[config.mk]
export PLATFORM = sky130hd
export DESIGN_NAME = uc_support_top
export DESIGN_NICKNAME = d
export VERILOG_FILES = /design/src/rtl/uc_apb_pkg.sv /design/src/rtl/uc_mem_pkg.sv /design/src/rtl/sram_req_if.sv /design/src/rtl/apb_sram_slave.sv /design/src/rtl/core_apb_bridge.sv /design/src/rtl/sram_port_mux.sv /design/src/rtl/sram_zero_fill.sv /design/src/rtl/uc_support_top.sv
export VERILOG_INCLUDE_DIRS = /design/src /design/src/rtl
export SDC_FILE = /design/constraint.sdc
export NUM_CORES = 1
export LEC_CHECK = 0
export BUFFER_PORTS_ARGS = -buffer_cell sky130_fd_sc_hd__clkbuf_2
export CAP_MARGIN = 20
export CORE_AREA = 8 8 159 161
export CTS_CLUSTER_DIAMETER = 120
export CTS_CLUSTER_SIZE = 14
export DETAILED_ROUTE_END_ITERATION = 8
export DIE_AREA = 0 0 167 169
export RECOVER_POWER = 100
export SKIP_LAST_GASP = 1
export SLEW_MARGIN = 30
export SYNTH_ARGS = -nofsm -noshare
export SYNTH_HDL_FRONTEND = slang
export SYNTH_SLANG_ARGS = --single-unit
[constraint.sdc]
create_clock -name clk -period 3.1 [get_ports clk]
set_clock_uncertainty 0.15 [all_clocks]
set_input_delay 0.62 -clock clk [delete_from_list [all_inputs] [get_ports clk]]
set_output_delay 0.62 -clock clk [all_outputs]
set_load 0.03 [all_outputs]
[src/rtl/uc_defines.svh]
// Microcontroller support widths
`ifndef UC_DEFINES_SVH
`define UC_DEFINES_SVH

// ----------------------------------------
// Shared SRAM
// ----------------------------------------
`define UC_SRAM_ADDR_W 15      // Word address, byte bits 16:2
`define UC_DATA_W 32
`define UC_BYTE_W 4            // Byte lanes per word

// ----------------------------------------
// Peripheral bus
// ----------------------------------------
`define UC_APB_ADDR_W 16
`define UC_CORE_ADDR_W 16      // Core word address, byte bits 17:2
`define UC_LANE_W 4

// Top two core address bits select PCS against PMA
`define UC_PCS_REGION 2'b11
`define UC_PCS_LANE_SHIFT 8
`define UC_PMA_LANE_SHIFT 9

`endif

[src/rtl/uc_apb_pkg.sv]
// Peripheral bus types
`include "uc_defines.svh"

package uc_apb_pkg;

   typedef logic [`UC_APB_ADDR_W-1:0] apb_addr_t;
   typedef logic [`UC_DATA_W-1:0] apb_data_t;

   // Core side word address, before lane adjustment
   typedef logic [`UC_CORE_ADDR_W-1:0] core_addr_t;

   typedef logic [`UC_LANE_W-1:0] lane_id_t;

   // Core to APB bridge phases
   typedef enum logic [1:0] {
      IDLE,
      SETUP,
      ACCESS
   } bridge_state_t;

endpackage

[src/rtl/uc_mem_pkg.sv]
// Shared SRAM types
`include "uc_defines.svh"

package uc_mem_pkg;

   // Word address into the macro
   typedef logic [`UC_SRAM_ADDR_W-1:0] sram_addr_t;

   // One SRAM word
   typedef logic [`UC_DATA_W-1:0] sram_data_t;

   // Per-byte mask, one bit per lane
   typedef logic [`UC_BYTE_W-1:0] byte_mask_t;

endpackage

[src/rtl/sram_req_if.sv]
// SRAM requester link
`timescale 1ns/1ps

interface sram_req_if;

   uc_mem_pkg::sram_addr_t addr;
   logic                   en;     // Active high here, inverted at the macro
   logic                   wr;
   uc_mem_pkg::sram_data_t wdata;
   uc_mem_pkg::sram_data_t rdata;  // Valid one cycle after a read enable

   modport requester (
      output addr,
      output en,
      output wr,
      output wdata,
      input  rdata
   );

   modport arbiter (
      input  addr,
      input  en,
      input  wr,
      input  wdata,
      output rdata
   );

endinterface

[src/rtl/apb_sram_slave.sv]
// APB slave into shared SRAM
`timescale 1ns/1ps
`include "uc_defines.svh"

module apb_sram_slave (
   input  logic                  clk,
   input  logic                  arst_n,
   input  logic                  s_apb_psel,
   input  logic                  s_apb_penable,
   input  logic                  s_apb_pwrite,
   input  uc_apb_pkg::apb_addr_t s_apb_paddr,
   input  uc_apb_pkg::apb_data_t s_apb_pwdata,
   output uc_apb_pkg::apb_data_t s_apb_prdata,
   output logic                  s_apb_pready,
   sram_req_if.requester         sram
);

   logic setup_phase;

   assign setup_phase = s_apb_psel & ~s_apb_penable;

   // ----------------------------------------
   // SRAM request, one per transfer
   // ----------------------------------------
   assign sram.en    = setup_phase;
   assign sram.wr    = setup_phase & s_apb_pwrite;
   // APB bytes 15:2, top word bit unreachable from the host
   assign sram.addr  = {1'b0, s_apb_paddr[`UC_APB_ADDR_W-1:2]};
   assign sram.wdata = s_apb_pwdata;

   // ----------------------------------------
   // Access phase, never stretched
   // ----------------------------------------
   always_ff @(posedge clk or negedge arst_n) begin
      if (!arst_n) begin
         s_apb_pready <= 1'b0;
      end else begin
         s_apb_pready <= setup_phase;  // High for the access cycle only
      end
   end

   // SRAM word lands in the access cycle
   assign s_apb_prdata = sram.rdata;

endmodule

[src/rtl/core_apb_bridge.sv]
// Core to APB master bridge
`timescale 1ns/1ps
`include "uc_defines.svh"

module core_apb_bridge (
   input  logic                   clk,
   input  logic                   arst_n,
   input  uc_apb_pkg::lane_id_t   ln_id,
   input  uc_apb_pkg::core_addr_t core_paddr,
   input  logic                   core_pen,
   input  logic                   core_pwr,
   input  uc_apb_pkg::apb_data_t  core_pwdata,
   output uc_apb_pkg::apb_data_t  core_prdata,
   output logic                   core_pbusy,
   output logic                   apb_psel,
   output logic                   apb_penable,
   output logic                   apb_pwrite,
   output uc_apb_pkg::apb_addr_t  apb_paddr,
   output uc_apb_pkg::apb_data_t  apb_pwdata,
   input  uc_apb_pkg::apb_data_t  apb_prdata,
   input  logic                   apb_pready
);

   uc_apb_pkg::bridge_state_t state;
   uc_apb_pkg::core_addr_t    lane_bits;
   uc_apb_pkg::core_addr_t    lane_addr;
   logic                      accept;
   logic                      done;

   // ----------------------------------------
   // Lane adjustment
   // ----------------------------------------
   // Firmware addresses lane 0 and the lane id is ORed in here.
   // PCS and PMA place the lane select at different bits.
   assign lane_bits = (core_paddr[`UC_CORE_ADDR_W-1 -: 2] == `UC_PCS_REGION)
                    ? (uc_apb_pkg::core_addr_t'(ln_id) << `UC_PCS_LANE_SHIFT)
                    : (uc_apb_pkg::core_addr_t'(ln_id) << `UC_PMA_LANE_SHIFT);
   assign lane_addr = core_paddr | lane_bits;

   assign accept = core_pen & (state == uc_apb_pkg::IDLE);
   assign done   = apb_pready & (state == uc_apb_pkg::ACCESS);

   // ----------------------------------------
   // APB phase FSM
   // ----------------------------------------
   always_ff @(posedge clk or negedge arst_n) begin
      if (!arst_n) begin
         state <= uc_apb_pkg::IDLE;
      end else begin
         case (state)
            uc_apb_pkg::IDLE:   if (core_pen) state <= uc_apb_pkg::SETUP;
            uc_apb_pkg::SETUP:  state <= uc_apb_pkg::ACCESS;
            uc_apb_pkg::ACCESS: if (apb_pready) state <= uc_apb_pkg::IDLE;
            default:            state <= uc_apb_pkg::IDLE;
         endcase
      end
   end

   assign apb_psel    = (state != uc_apb_pkg::IDLE);
   assign apb_penable = (state == uc_apb_pkg::ACCESS);
   assign core_pbusy  = (state != uc_apb_pkg::IDLE);  // Drops the cycle after pready

   // Request payload held for the whole transfer
   always_ff @(posedge clk or negedge arst_n) begin
      if (!arst_n) begin
         apb_paddr   <= '0;
         apb_pwrite  <= 1'b0;
         apb_pwdata  <= '0;
         core_prdata <= '0;
      end else begin
         if (accept) begin
            apb_paddr  <= lane_addr;
            apb_pwrite <= core_pwr;
            apb_pwdata <= core_pwdata;
         end
         if (done) begin
            core_prdata <= apb_prdata;  // Held until the next completion
         end
      end
   end

endmodule

[src/rtl/sram_port_mux.sv]
// SRAM port multiplexer
`timescale 1ns/1ps

module sram_port_mux (
   input  logic                   runstall,
   input  logic                   sram_init,
   sram_req_if.arbiter            fill,
   sram_req_if.arbiter            apb,
   input  uc_mem_pkg::sram_addr_t core_addr,
   input  logic                   core_en,
   input  logic                   core_wr,
   input  uc_mem_pkg::byte_mask_t core_byteen,
   input  uc_mem_pkg::sram_data_t core_wdata,
   output uc_mem_pkg::sram_data_t core_rdata,
   output uc_mem_pkg::sram_addr_t mem_addr,
   output logic                   mem_en_n,
   output logic                   mem_wr_n,
   output uc_mem_pkg::byte_mask_t mem_byte_mask_n,
   output uc_mem_pkg::sram_data_t mem_wdata,
   input  uc_mem_pkg::sram_data_t mem_rdata
);

   uc_mem_pkg::sram_addr_t req_addr;
   logic                   req_en;
   logic                   req_wr;
   uc_mem_pkg::sram_data_t req_wdata;

   // ----------------------------------------
   // Stalled side, fill engine over APB
   // ----------------------------------------
   assign req_addr  = sram_init ? fill.addr  : apb.addr;
   assign req_en    = sram_init ? fill.en    : apb.en;
   assign req_wr    = sram_init ? fill.wr    : apb.wr;
   assign req_wdata = sram_init ? fill.wdata : apb.wdata;

   // ----------------------------------------
   // Macro pins, active low controls
   // ----------------------------------------
   assign mem_addr        = runstall ? req_addr  : core_addr;
   assign mem_en_n        = runstall ? ~req_en   : ~core_en;
   assign mem_wr_n        = runstall ? ~req_wr   : ~core_wr;
   assign mem_byte_mask_n = runstall ? '0        : ~core_byteen;  // Full words when stalled
   assign mem_wdata       = runstall ? req_wdata : core_wdata;

   // Read return paths
   assign core_rdata = mem_rdata;
   assign apb.rdata  = runstall ? mem_rdata : '0;  // Host sees nothing while core runs
   assign fill.rdata = mem_rdata;

endmodule

[src/rtl/sram_zero_fill.sv]
// SRAM zero fill engine
`timescale 1ns/1ps

module sram_zero_fill (
   input  logic          clk,
   input  logic          arst_n,
   input  logic          sram_init,
   output logic          sram_init_done,
   sram_req_if.requester sram
);

   uc_mem_pkg::sram_addr_t word_cnt;
   logic                   sweep;

   // Writing while requested and not yet finished
   assign sweep = sram_init & ~sram_init_done;

   assign sram.addr  = word_cnt;
   assign sram.en    = sweep;
   assign sram.wr    = sweep;
   assign sram.wdata = '0;

   always_ff @(posedge clk or negedge arst_n) begin
      if (!arst_n) begin
         word_cnt       <= '0;
         sram_init_done <= 1'b0;
      end else if (!sram_init) begin
         // Request withdrawn, rearm for the next sweep
         word_cnt       <= '0;
         sram_init_done <= 1'b0;
      end else if (!sram_init_done) begin
         word_cnt <= word_cnt + 1'b1;  // Wraps back to zero after last word
         if (word_cnt == '1) begin
            sram_init_done <= 1'b1;
         end
      end
   end

endmodule

[src/rtl/uc_support_top.sv]
// Microcontroller support top
`timescale 1ns/1ps

module uc_support_top (
   input  logic                   clk,
   input  logic                   arst_n,
   input  logic                   runstall,     // Core stalled, SRAM open to host
   input  logic                   sram_init,
   output logic                   sram_init_done,
   // Host APB into the SRAM
   input  logic                   s_apb_psel,
   input  logic                   s_apb_penable,
   input  logic                   s_apb_pwrite,
   input  uc_apb_pkg::apb_addr_t  s_apb_paddr,
   input  uc_apb_pkg::apb_data_t  s_apb_pwdata,
   output uc_apb_pkg::apb_data_t  s_apb_prdata,
   output logic                   s_apb_pready,
   // APB master out to lane registers
   output logic                   apb_psel,
   output logic                   apb_penable,
   output logic                   apb_pwrite,
   output uc_apb_pkg::apb_addr_t  apb_paddr,
   output uc_apb_pkg::apb_data_t  apb_pwdata,
   input  uc_apb_pkg::apb_data_t  apb_prdata,
   input  logic                   apb_pready,
   input  uc_apb_pkg::lane_id_t   ln_id,        // Zero for the top controller
   // Core data RAM port
   input  uc_mem_pkg::sram_addr_t core_addr,
   input  logic                   core_en,
   input  logic                   core_wr,
   input  uc_mem_pkg::byte_mask_t core_byteen,
   input  uc_mem_pkg::sram_data_t core_wdata,
   output uc_mem_pkg::sram_data_t core_rdata,
   // Core peripheral load/store port
   input  uc_apb_pkg::core_addr_t core_paddr,
   input  logic                   core_pen,
   input  logic                   core_pwr,
   input  uc_apb_pkg::apb_data_t  core_pwdata,
   output uc_apb_pkg::apb_data_t  core_prdata,
   output logic                   core_pbusy,
   // SRAM macro
   output uc_mem_pkg::sram_addr_t mem_addr,
   output logic                   mem_en_n,
   output logic                   mem_wr_n,
   output uc_mem_pkg::byte_mask_t mem_byte_mask_n,
   output uc_mem_pkg::sram_data_t mem_wdata,
   input  uc_mem_pkg::sram_data_t mem_rdata
);

   sram_req_if apb_req ();
   sram_req_if fill_req ();

   apb_sram_slave u_apb_sram_slave (
      .clk           (clk),
      .arst_n        (arst_n),
      .s_apb_psel    (s_apb_psel),
      .s_apb_penable (s_apb_penable),
      .s_apb_pwrite  (s_apb_pwrite),
      .s_apb_paddr   (s_apb_paddr),
      .s_apb_pwdata  (s_apb_pwdata),
      .s_apb_prdata  (s_apb_prdata),
      .s_apb_pready  (s_apb_pready),
      .sram          (apb_req)
   );

   // Core must be stalled while the fill runs
   sram_zero_fill u_sram_zero_fill (
      .clk            (clk),
      .arst_n         (arst_n),
      .sram_init      (sram_init),
      .sram_init_done (sram_init_done),
      .sram           (fill_req)
   );

   sram_port_mux u_sram_port_mux (
      .runstall        (runstall),
      .sram_init       (sram_init),
      .fill            (fill_req),
      .apb             (apb_req),
      .core_addr       (core_addr),
      .core_en         (core_en),
      .core_wr         (core_wr),
      .core_byteen     (core_byteen),
      .core_wdata      (core_wdata),
      .core_rdata      (core_rdata),
      .mem_addr        (mem_addr),
      .mem_en_n        (mem_en_n),
      .mem_wr_n        (mem_wr_n),
      .mem_byte_mask_n (mem_byte_mask_n),
      .mem_wdata       (mem_wdata),
      .mem_rdata       (mem_rdata)
   );

   core_apb_bridge u_core_apb_bridge (
      .clk         (clk),
      .arst_n      (arst_n),
      .ln_id       (ln_id),
      .core_paddr  (core_paddr),
      .core_pen    (core_pen),
      .core_pwr    (core_pwr),
      .core_pwdata (core_pwdata),
      .core_prdata (core_prdata),
      .core_pbusy  (core_pbusy),
      .apb_psel    (apb_psel),
      .apb_penable (apb_penable),
      .apb_pwrite  (apb_pwrite),
      .apb_paddr   (apb_paddr),
      .apb_pwdata  (apb_pwdata),
      .apb_prdata  (apb_prdata),
      .apb_pready  (apb_pready)
   );

endmodule

Yosys cells after proc, flatten, opt, wreduce, memory -nomap -nowiden --
Cells that the tools add are included.
Storage, ports and cells: flip-flop bits (word level) 100, input port bits 227
Cells by class: $add $sub $neg 1, eq/ne operators 7, muxes and demuxes 19, bitwise logic cells 13, reduce and logical (&&, ||, !) cells 3
Operators by type and width (count):
- 32-bit 2-to-1 mux | 3
- 15-bit 2-to-1 mux | 4
- 16-bit OR | 1
- 15-bit by 1-bit adder with 15-bit output, second input constant | 1
- 15-bit == test, second input constant | 1
- 13-bit 2-to-1 mux | 1
- 1-bit 2-to-1 mux | 7
- 1-bit NOT | 6
- 2-bit one-hot mux with 3 select lines | 1
- 1-bit AND | 5
- 2-bit == test, second input constant | 2
- 2-bit 2-to-1 mux | 2
- 4-bit 2-to-1 mux | 1
- 2-bit != test, second input constant | 2
- 4-bit NOT | 1
- 2-bit by 1-bit == test with 1-bit output, second input constant | 1
- 2-bit logical NOT | 1
- 2-bit by 1-bit != test with 1-bit output, second input constant | 1
- 2-bit AND reduction | 1
- 2-bit nonzero test | 1

Depth between registers and ports, before layout --
depth in word-level cells 6, mapped depth 6, gate-level depth less buffers 4

By module --
From an unflattened synthesis, not the netlist that was laid out.
Second synthesis, totals: cells, all modules 659, area total of the unflattened synthesis 7018.0 um^2
By module, submodules not included:
- core_apb_bridge | instances 1, cells an instance 194, area each 3482.1 um^2
- sram_port_mux | instances 1, cells an instance 266, area each 1767.9 um^2
- sram_zero_fill | instances 1, cells an instance 116, area each 1131.1 um^2
- apb_sram_slave | instances 1, cells an instance 83, area each 636.9 um^2

Least setup slack after synthesis --
No wires, ideal clock.
kind input port to output port, start point input sram_init, end point output mem_addr[10], arrival time 1.808 ns, data required time 2.330 ns, path slack 0.522 ns, cell stages on the path 4, path buffers 2, path through clkbuf_1 -> clkbuf_1 -> nand2_1 -> a31oi_1
On the way: word-level cells in the longest chain between the ends 2
RTL lines:
- start, declared | RTL line uc_support_top.sv:8 | input logic sram_init,
- 15-bit 2-to-1 mux | RTL line sram_port_mux.sv:31 | assign req_addr = sram_init ? fill.addr : apb.addr;
- 15-bit 2-to-1 mux | RTL line sram_port_mux.sv:39 | assign mem_addr = runstall ? req_addr : core_addr;
- end, declared | RTL line uc_support_top.sv:42 | output uc_mem_pkg::sram_addr_t mem_addr,
No other way between the ends.

Final worst setup path --
start point input sram_init, end point output mem_wdata[27]
On the way: word-level cells in the longest chain between the ends 2
RTL lines:
- 32-bit 2-to-1 mux | RTL line sram_port_mux.sv:34 | assign req_wdata = sram_init ? fill.wdata : apb.wdata;
- 32-bit 2-to-1 mux | RTL line sram_port_mux.sv:43 | assign mem_wdata = runstall ? req_wdata : core_wdata;
- end, declared | RTL line uc_support_top.sv:46 | output uc_mem_pkg::sram_data_t mem_wdata,
No other way between the ends.

==> impl_metrics.ini <==
[clock_tree]
cts.reportedPaths.clkPinSlew_ns = 0.08
cts_resized = 0
clk_path_buf_depth = 2
clockRootBuffer = clkbuf_16
clk-insertion-delay-late_ns = 0.34
cts_setup_buffers = 0
cts.sinks = 100
cts_tree = yes
cts_hold_buf = 0
numCtsBuffers = 9
htreeDepth = 3

[finish]
design_area_mm2 = 0.00745
num-nets-final = 1126
n_antenna_cell = 0
area_growth_pct = 42.6
drive_gt1_share_pct = 38.9

[logic_synthesis]
synth-seq-cells = 100
ys_async_sr_fraction_pct = 100
avgSynthCellArea_um2 = 10.2
synth_cell_type_count = 40
yosys_warnings = 0
synth_area_mm2 = 0.00522
synth_most_common_cell = dfrtp_1
synth_edf_count = 0
synth_top_area_cell = dfrtp_1
synth_top_area_share_pct = 47.9
postSynthNetCount = 742
seq_area_frac_synth_pct = 47.9
syn_inst = 514
ys.flop_type = dfrtp_1
synthTopCellsByArea = dfrtp_1, mux2_2, buf_4
synth_commonest_cells = dfrtp_1, mux2_2, nand2_1

[timing]
fmax_mhz = 345
post-route-min-period_ns = 2.90
fin_hold_ws_ns = 0.318
finalCritPeriodShare_pct = 93.5
tightest_slew_ns = 1.69
drv_slew = 33
fin_ws_ns = 0.203
hold_viol = 0
fin_setup_tns_ns = 0
slew_headroom_pct = -12.9
finalSetupViolations = 0
rsz0062_at_grt = no

[setup_path]
worstRegToRegCells = 4
reg2reg_from = u_core_apb_bridge.state[0]
cp-end-kind = output pin
crit_start = sram_init
r2r_end = u_core_apb_bridge.core_prdata[9]
arrival_ns = 2.13
critPathMaxStageDelay_ns = 0.52
critPathKind = in -> out
cp_max_fo = 32
cp-start-kind = input pin
cp_common_cell = clkbuf_2
required_ns = 2.33
worstPathCellList = clkbuf_2 > nor2b_2 > clkbuf_2 > nand2_1 > o21ai_0 > clkbuf_1
rrSetupSlack_ns = 0.51
cp_slowest_cell = clkbuf_2

[outcome]
failed_checks = max-capacitance violations, max-slew violations
outcome = finished with violations

[routing]
dr_total_vias = 5082
drc = 0
ant_nets = 0
drt-pass1-iter-count = 4
drtIter0Drc = 276
drt-total-wl_um = 19400
routedWlPerCell_um = 16.3
via_per_inst = 4.26

[placed_design]
port_buffers = 427
gp_congestion = 0.856
postPlaceCellArea_mm2 = 0.00744
dp_slack_ns = 0.204
place_hpwl_um = 16200

[die]
io-pin-count = 430
initial_core_util_pct = 22.8
dieArea_mm2 = 0.0282
die_h_um = 169
core_area_mm2 = 0.0229
rows = 56
die_x_um = 167

[power]
power_w = 0.00626
cellLeakagePower_nw = 3.58
power.density_mw_per_mm2 = 841
ir_drop_v = 0.000330

[grt]
grt_max_degree = 57
antenna_found_initial = 1
grt_pass1_vias = 5300
grt-ovfl-total = 0
track_usage_pct = 13.1
grt_pass1_wl_um = 29700

[hold_path]
hold_path.class = in -> async

[run]
drv_cap = 1
[worst max path at each step]
stage	to	cells after the start
floorplan	mem_addr[10]	4
detailed placement	mem_wr_n	5
global placement	mem_wr_n	5
global route	mem_wdata[16]	6
CTS	mem_wr_n	5
finish	mem_wdata[27]	6
[worst max-delay path: cells and delay by family]
kind                   cells  cell delay, ns
AOI/OAI and AO/OA          1            0.09
buffers and inverters      3            1.12
and+or+nand+nor            2            0.27
[through the flow]
| stage | util, % | std cells |
|---|---|---|
| final | 32.5 | 1193 |
| after global routing | 32.5 | 1193 |
| after CTS | 33.8 | 1193 |
| after detailed placement | 32.5 | 1177 |
| after global placement | 32.5 | 1177 |
| after floorplan | - | 514 |
[flip-flops by register name (all words and copies together) (netlist names)]
register,count
u_core_apb_bridge.apb_pwrite,1
u_apb_sram_slave.s_apb_pready,1
u_sram_zero_fill.sram_init_done,1
u_core_apb_bridge.state,2
u_core_apb_bridge.apb_pwdata,32
u_core_apb_bridge.apb_paddr,16
u_core_apb_bridge.core_prdata,32
u_sram_zero_fill.sram.addr,15
[where the power goes]
part / internal, W / total, W / switching (W)
clock network: 0.000573 / 0.00113 / 0.000558
registers: 0.00186 / 0.00212 / 0.000269
logic: 0.000919 / 0.00301 / 0.00209
total: 0.00335 / 0.00626 / 0.00292
[final cells by class]
class / instances / area [um2]
clock buffer: 9 / 225
clock inverter: 7 / 73.8
fill: 2535 / 15500
inverter: 35 / 131
multi-input combinational: 317 / 2190
sequential: 100 / 2500
tap: 290 / 363
timing repair buffer: 435 / 1960
[cell usage in the layout, fill, tap and decap left out, types with 2 or more instances in the layout]
cell type and count:
mux2i_1 16, a31oi_1 6, nor4_1 4, and3_1 3, clkbuf_16 9, a21oi_1 20, nor2_1 30, nor3_1 2
nand4_1 3, or3_1 3, o31ai_1 2, and2_1 20, nand2b_1 6, inv_1 34, o21ai_0 37, clkinv_4 2
dfrtp_1 100, xor2_1 3, and2_0 12, nand2_1 49, clkbuf_1 174, or4_1 2, clkbuf_2 259, nor2b_1 2
mux2_2 72, nor3b_1 2, inv_8 2, nand3_1 4, nand4b_1 3, mux2_1 4, inv_6 2, a211oi_1 3
[per-layer routing]
metal | wire length, um | vias up | track usage, %
met5 | 13 | - | 0
met4 | 163 | 2 | 2.90
met3 | 1830 | 12 | 5.52
met2 | 9510 | 240 | 22.6
met1 | 7930 | 2364 | 14.9
li1 | - | 2464 | -
[logic make-up after synthesis]
family | count (synthesis) | synth area share, %
AO/OA/AOI/OAI | 72 | 7.52
XOR/XNOR | 4 | 0.671
adder cells (fa/ha/maj) | 1 | 0.239
buffers and inverters | 97 | 9.75
flip-flops | 100 | 47.9
multiplexers | 92 | 19.4
AND/OR/NAND/NOR | 148 | 14.5
Note: power is estimated with default switching activity, not from simulation.
